## src/source/isaPkg.sv

```systemverilog
package isaPkg;

    localparam int xlen    = 32;
    localparam int regIdxW = 5;

    // major opcodes of the supported RV32I subset
    typedef enum logic [6:0] {
        opReg    = 7'b0110011,
        opImm    = 7'b0010011,
        opLui    = 7'b0110111,
        opLoad   = 7'b0000011,
        opStore  = 7'b0100011,
        opBranch = 7'b1100011,
        opJal    = 7'b1101111
    } opcodeE;

    // ALU control encoding
    typedef enum logic [2:0] {
        aluAdd = 3'b000,
        aluSub = 3'b001,
        aluAnd = 3'b010,
        aluOr  = 3'b011,
        aluSlt = 3'b101
    } aluOpE;

    typedef enum logic [2:0] {
        immI,
        immS,
        immB,
        immU,
        immJ
    } immSelE;

    typedef enum logic [1:0] {
        resAlu     = 2'b00,
        resMem     = 2'b01,
        resPcPlus4 = 2'b10,
        resImm     = 2'b11
    } resultSelE;

    localparam logic [2:0] f3AddSub = 3'b000;
    localparam logic [2:0] f3Slt    = 3'b010;
    localparam logic [2:0] f3Or     = 3'b110;
    localparam logic [2:0] f3And    = 3'b111;
    // word access for LW and SW
    localparam logic [2:0] f3Word   = 3'b010;
    localparam logic [2:0] f3Beq    = 3'b000;
    localparam logic [2:0] f3Bne    = 3'b001;

endpackage

```

## src/source/pipePkg.sv

```systemverilog
package pipePkg;

    import isaPkg::*;

    // decode to execute
    typedef struct packed {
        logic                valid;
        logic                illegal;
        logic [regIdxW-1:0]  rs1;
        logic [regIdxW-1:0]  rs2;
        logic [regIdxW-1:0]  rd;
        logic                regWrite;
        logic                memWrite;
        logic                memRead;
        logic                branch;
        logic                branchNe;
        logic                jump;
        logic                aluSrcImm;
        aluOpE               aluOp;
        resultSelE           resultSel;
        logic [xlen-1:0]     imm;
        logic [xlen-1:0]     pc;
    } decodedOpT;

    // execute to result
    typedef struct packed {
        logic                valid;
        logic                illegal;
        logic [regIdxW-1:0]  rd;
        logic                regWrite;
        logic                memWrite;
        logic                memRead;
        resultSelE           resultSel;
        logic [xlen-1:0]     aluResult;
        logic [xlen-1:0]     storeData;
        logic [xlen-1:0]     imm;
        logic [xlen-1:0]     pcPlus4;
        logic                taken;
        logic [xlen-1:0]     target;
    } execResultT;

    typedef struct packed {
        logic                write;
        logic [regIdxW-1:0]  rd;
        logic [xlen-1:0]     data;
    } writebackT;

    typedef struct packed {
        logic                valid;
        logic                illegal;
        logic                write;
        logic [regIdxW-1:0]  rd;
        logic [xlen-1:0]     data;
        logic                taken;
        logic [xlen-1:0]     target;
    } retireT;

endpackage

```

## src/source/instrDecoder.sv

```systemverilog
`timescale 1ns/100ps

module instrDecoder (
    input  logic              clk,
    input  logic              reset,
    input  logic              instrValid,
    input  logic [31:0]       instr,
    input  logic [31:0]       pc,
    output pipePkg::decodedOpT decoded
);

    import isaPkg::*;
    import pipePkg::*;

    opcodeE          opcode;
    logic [2:0]      func3;
    logic            func7b5;
    logic            func7Bad;
    aluOpE           aluDec;
    logic            aluBad;
    immSelE          immSel;
    logic [xlen-1:0] immVal;
    decodedOpT       decNext;

    assign opcode  = opcodeE'(instr[6:0]);
    assign func3   = instr[14:12];
    assign func7b5 = instr[30];
    // only 0000000 and 0100000 are defined for register ops
    assign func7Bad = instr[31] || (instr[29:25] != 5'b0);

    // alu control from func3, func7[5] and the opcode
    always_comb begin
        aluDec = aluAdd;
        aluBad = 1'b0;
        case (func3)
            f3AddSub: aluDec = (opcode == opReg && func7b5) ? aluSub : aluAdd;
            f3Slt:    aluDec = aluSlt;
            f3Or:     aluDec = aluOr;
            f3And:    aluDec = aluAnd;
            default:  aluBad = 1'b1;
        endcase
    end

    always_comb begin
        case (opcode)
            opStore:  immSel = immS;
            opBranch: immSel = immB;
            opLui:    immSel = immU;
            opJal:    immSel = immJ;
            default:  immSel = immI;
        endcase
    end

    always_comb begin
        case (immSel)
            immS:    immVal = {{20{instr[31]}}, instr[31:25], instr[11:7]};
            immB:    immVal = {{20{instr[31]}}, instr[7], instr[30:25], instr[11:8], 1'b0};
            immU:    immVal = {instr[31:12], 12'b0};
            immJ:    immVal = {{12{instr[31]}}, instr[19:12], instr[20], instr[30:21], 1'b0};
            default: immVal = {{20{instr[31]}}, instr[31:20]};
        endcase
    end

    always_comb begin
        decNext           = '0;
        decNext.valid     = instrValid;
        decNext.rs1       = instr[19:15];
        decNext.rs2       = instr[24:20];
        decNext.rd        = instr[11:7];
        decNext.imm       = immVal;
        decNext.pc        = pc;
        decNext.aluOp     = aluAdd;
        decNext.resultSel = resAlu;
        case (opcode)
            opReg: begin
                decNext.regWrite = 1'b1;
                decNext.aluOp    = aluDec;
                decNext.illegal  = aluBad || func7Bad || (func7b5 && func3 != f3AddSub);
            end
            opImm: begin
                decNext.regWrite  = 1'b1;
                decNext.aluSrcImm = 1'b1;
                decNext.aluOp     = aluDec;
                decNext.illegal   = aluBad;
            end
            opLui: begin
                decNext.regWrite  = 1'b1;
                decNext.resultSel = resImm;
            end
            opLoad: begin
                decNext.regWrite  = 1'b1;
                decNext.memRead   = 1'b1;
                decNext.aluSrcImm = 1'b1;
                decNext.resultSel = resMem;
                decNext.illegal   = (func3 != f3Word);
            end
            opStore: begin
                decNext.memWrite  = 1'b1;
                decNext.aluSrcImm = 1'b1;
                decNext.illegal   = (func3 != f3Word);
            end
            opBranch: begin
                decNext.branch   = 1'b1;
                decNext.branchNe = (func3 == f3Bne);
                decNext.aluOp    = aluSub;
                decNext.illegal  = (func3 != f3Beq) && (func3 != f3Bne);
            end
            opJal: begin
                decNext.jump      = 1'b1;
                decNext.regWrite  = 1'b1;
                decNext.resultSel = resPcPlus4;
            end
            default: decNext.illegal = 1'b1;
        endcase
        // illegal stays valid but may not change any state
        if (decNext.illegal) begin
            decNext.regWrite = 1'b0;
            decNext.memWrite = 1'b0;
            decNext.memRead  = 1'b0;
            decNext.branch   = 1'b0;
            decNext.jump     = 1'b0;
        end
    end

    always_ff @(posedge clk) begin
        if (reset) begin
            decoded.valid <= 1'b0;
        end else begin
            decoded <= decNext;
        end
    end

    // a valid record only follows a sampled instruction outside reset
    assert property (@(posedge clk) (reset || !instrValid) |=> !decoded.valid);

endmodule

```

## config.mk

```make
export PLATFORM = sky130hd
export DESIGN_NAME = instrDecoder
export DESIGN_NICKNAME = d
export VERILOG_FILES = /design/src/source/isaPkg.sv /design/src/source/pipePkg.sv /design/src/source/instrDecoder.sv
export SDC_FILE = /design/constraint.sdc
export NUM_CORES = 1
export LEC_CHECK = 0
export BUFFER_PORTS_ARGS = -buffer_cell sky130_fd_sc_hd__clkbuf_2
export CORE_ASPECT_RATIO = 1.1
export CORE_UTILIZATION = 25
export DETAILED_ROUTE_END_ITERATION = 10
export GPL_TIMING_DRIVEN = 0
export PLACE_DENSITY = 0.52
export SLEW_MARGIN = 15
export SYNTH_ARGS = -nofsm -noshare
export SYNTH_HDL_FRONTEND = slang
export SYNTH_SLANG_ARGS = --single-unit
export TNS_END_PERCENT = 10
```

## constraint.sdc

```tcl
create_clock -name clk -period 2.7 [get_ports clk]
set_clock_uncertainty 0.15 [all_clocks]
set_input_delay 0 -clock clk [delete_from_list [all_inputs] [get_ports clk]]
set_output_delay 0 -clock clk [all_outputs]
set_load 0.02 [all_outputs]
```

==> results.py <==
metrics = {
    "min_path": {
        "holdPathStages": 3,
        "min_to": "decoded[67]$_DFFE_PN_",
        "holdCritPathClass": "input pin to flip-flop",
        "min_from": "instr[4]",
    },
    "synthesis": {
        "synth_most_common_cell": "edfxtp_1",
        "ys_ff_latch": 93,
        "synth_ff_type": "edfxtp_1",
        "synth_seq_area_share_pct": 80.6,
        "syn_area_um2": 3450,
        "syn_nets": 257,
        "syn_avg_cell_area_um2": 18.2,
        "yosys-top-cells-area": "edfxtp_1 (80%), a21o_1 (4.8%), nor2b_1 (2.2%)",
        "ys_types": 36,
        "synthArstFlopShare_pct": 0,
        "synth_top_area_share_pct": 80.1,
        "yosysTopAreaCell": "edfxtp_1",
        "synth_common_cells": "edfxtp_1 (92), a21o_1 (22), nor2b_1 (12)",
        "synth_edf_count": 92,
        "syn_inst": 190,
        "yosys_warnings": 0,
    },
    "power_and_ir_drop": {
        "ir_drop_v": 0.000251,
        "seqPwrFrac_pct": 50.3,
        "p_leak_nw": 2.35,
        "combinationalPowerShare_pct": 13.9,
        "power_density_nw_per_um2": 637,
        "power_frac_clock_pct": 35.8,
        "power.net_switching_mw": 0.825,
        "p_sw_share_pct": 23.9,
        "p_int_mw": 2.62,
    },
    "sta": {
        "drv_slew": 0,
        "timing.final.crit_share_pct": 88.2,
        "grt_setup_unrepaired": "no",
        "whs_ns": 0.0223,
        "fin_setup_tns_ns": 0,
        "slew_headroom_pct": 69.7,
        "timing_worst_slew_pin_value_ns": 0.454,
        "max_freq_mhz": 420,
        "post-route-min-period_ns": 2.38,
        "hold_violations": 0,
        "finalSetupViolCount": 0,
    },
    "routing": {
        "routed_wl_um": 8790,
        "first_pass_iters": 4,
        "wire_per_inst_um": 14.4,
        "drtIter0Drc": 141,
        "vias_per_cell": 4.14,
        "drc": 0,
        "vias": 2531,
        "ant_nets": 0,
    },
    "layout": {
        "largest_reg_flops": 93,
        "syn_to_final_growth_pct": 57.0,
        "top_register": "decoded",
        "diodes": 0,
        "fillerInstances": 1298,
        "largestRegisters": "decoded (93)",
        "drive_gt1_share_pct": 43.9,
        "layout.nets": 490,
    },
    "flow_run": {
        "cap_violations": 0,
    },
    "die": {
        "die_w_um": 114,
        "coreArea_um2": 13300,
        "row_count": 44,
        "dieHeight_um": 125,
        "start_util_pct": 25.9,
        "die-area_um2": 14300,
        "ioPinCount": 160,
    },
    "placement": {
        "hpwl_um": 5910,
        "gp_congestion": 0.813,
        "port_buffers": 158,
    },
    "setup_path": {
        "worstPathArrival_ns": 2.31,
        "crit_type": "input pin to flip-flop",
        "end_kind": "flip-flop",
        "crit_path_start_kind": "input pin",
        "required_ns": 2.63,
        "crit_fanout": 3,
    },
    "clock_network": {
        "ctsLongestPathBuffers": 2,
        "cts_tree": "yes",
        "cts.htree.levels": 3,
        "root_buffer": "clkbuf_16",
        "cts.sinks": 93,
        "cts_buffers": 9,
        "cts_resized": 0,
        "clk_pin_slew_ns": 0.06,
    },
    "global_route": {
        "grt_pass1_wl_um": 13300,
        "grt_pass1_vias": 2604,
        "gr-usage-all-layers_pct": 12.4,
        "grt_max_degree": 59,
        "antenna_found_initial": 0,
        "grt-ovfl-total": 0,
    },
    "outcome": {
        "status": "completed",
    },
}
-- cells by family after synthesis --
kind of cell | after synthesis | share of synthesized area, %
buf+inv | 10 | 2.18
flops | 93 | 80.6
compound gates | 41 | 9.06
simple gates | 46 | 8.12
-- worst max path at each step --
stage	depth (start not counted)	slack [ns]	endpoint	start
floorplan	1	0.32	decoded[0]$_DFFE_PN_	reset
global placement	2	-0.52	decoded[86]$_DFFE_PN_	reset
detailed placement	5	0.97	decoded[91]$_DFFE_PN_	instr[29]
CTS	7	0.22	decoded[91]$_DFFE_PN_	instr[29]
global route	7	0.11	decoded[91]$_DFFE_PN_	instr[29]
finish	7	0.32	decoded[91]$_DFFE_PN_	instr[29]
-- cells in the final DEF (no fill, tap or decap), types with 3 or more instances in the layout --
cell type,Yosys,layout
dlygate4sd3_1,0,63
a21o_1,22,22
a22o_1,4,4
buf_6,3,3
buf_4,3,3
nor2_1,9,9
o21ai_0,5,5
clkbuf_1,0,4
clkbuf_16,0,9
buf_2,3,3
and3_1,3,3
nor2b_1,12,12
nand2_1,6,6
edfxtp_1,92,92
clkbuf_2,0,158
-- critical path, cell delays in order --
cell           delay (ns)
dlygate4sd3_1        0.54
clkbuf_2             0.12
nor4_1               0.42
o211ai_1             0.17
a41oi_1              0.30
o311ai_0             0.17
dlygate4sd3_1        0.59
-- through the flow --
stage | instance area [um2] | setup WS [ns] | instances | util [%] | power, mW
2_1_floorplan | 3450 | 0.325 | 190 | - | 1.99
3_3_place_gp | 4470 | -0.522 | 532 | 33.6 | 2.18
3_5_place_dp | 4500 | 0.973 | 533 | 33.8 | 2.18
4_1_cts | 5420 | 0.224 | 612 | 40.7 | 3.49
5_1_grt | 5420 | 0.108 | 612 | 40.7 | 3.59
6_report | 5420 | 0.319 | 612 | 40.7 | 3.45
-- cell type report --
class | count | area (um2) | area share, %
Inverter | 1 | 6.26 | 0.115
Buffer | 9 | 71.3 | 1.32
Multi-Input combinational cell | 87 | 593 | 10.9
Sequential cell | 93 | 2780 | 51.4
Timing Repair Buffer | 222 | 1450 | 26.7
Clock inverter | 3 | 46.3 | 0.854
Clock buffer | 13 | 240 | 4.43
Tap cell | 184 | 230 | 4.25
-- repair_timing --
action                    4_1_cts  5_1_grt
buffers inserted                0        0
hold endpoints to repair       84        0
hold buffers                   63        0
-- routing by layer --
metal / global-route usage (%) / wire, um
met5: 0 / 0
met4: 5.81 / 175
met3: 2.81 / 514
met2: 21.6 / 4480
met1: 14.2 / 3630
-- power by group through the flow --
stage | combinational (mW) | clock [mW] | sequential [mW]
floorplan | 0.0741 | 0 | 1.92
global placement | 0.404 | 0 | 1.77
detailed placement | 0.413 | 0 | 1.77
CTS | 0.484 | 1.27 | 1.74
global route | 0.512 | 1.33 | 1.75
finish | 0.479 | 1.23 | 1.74
Power figures use the tool's default switching activity.
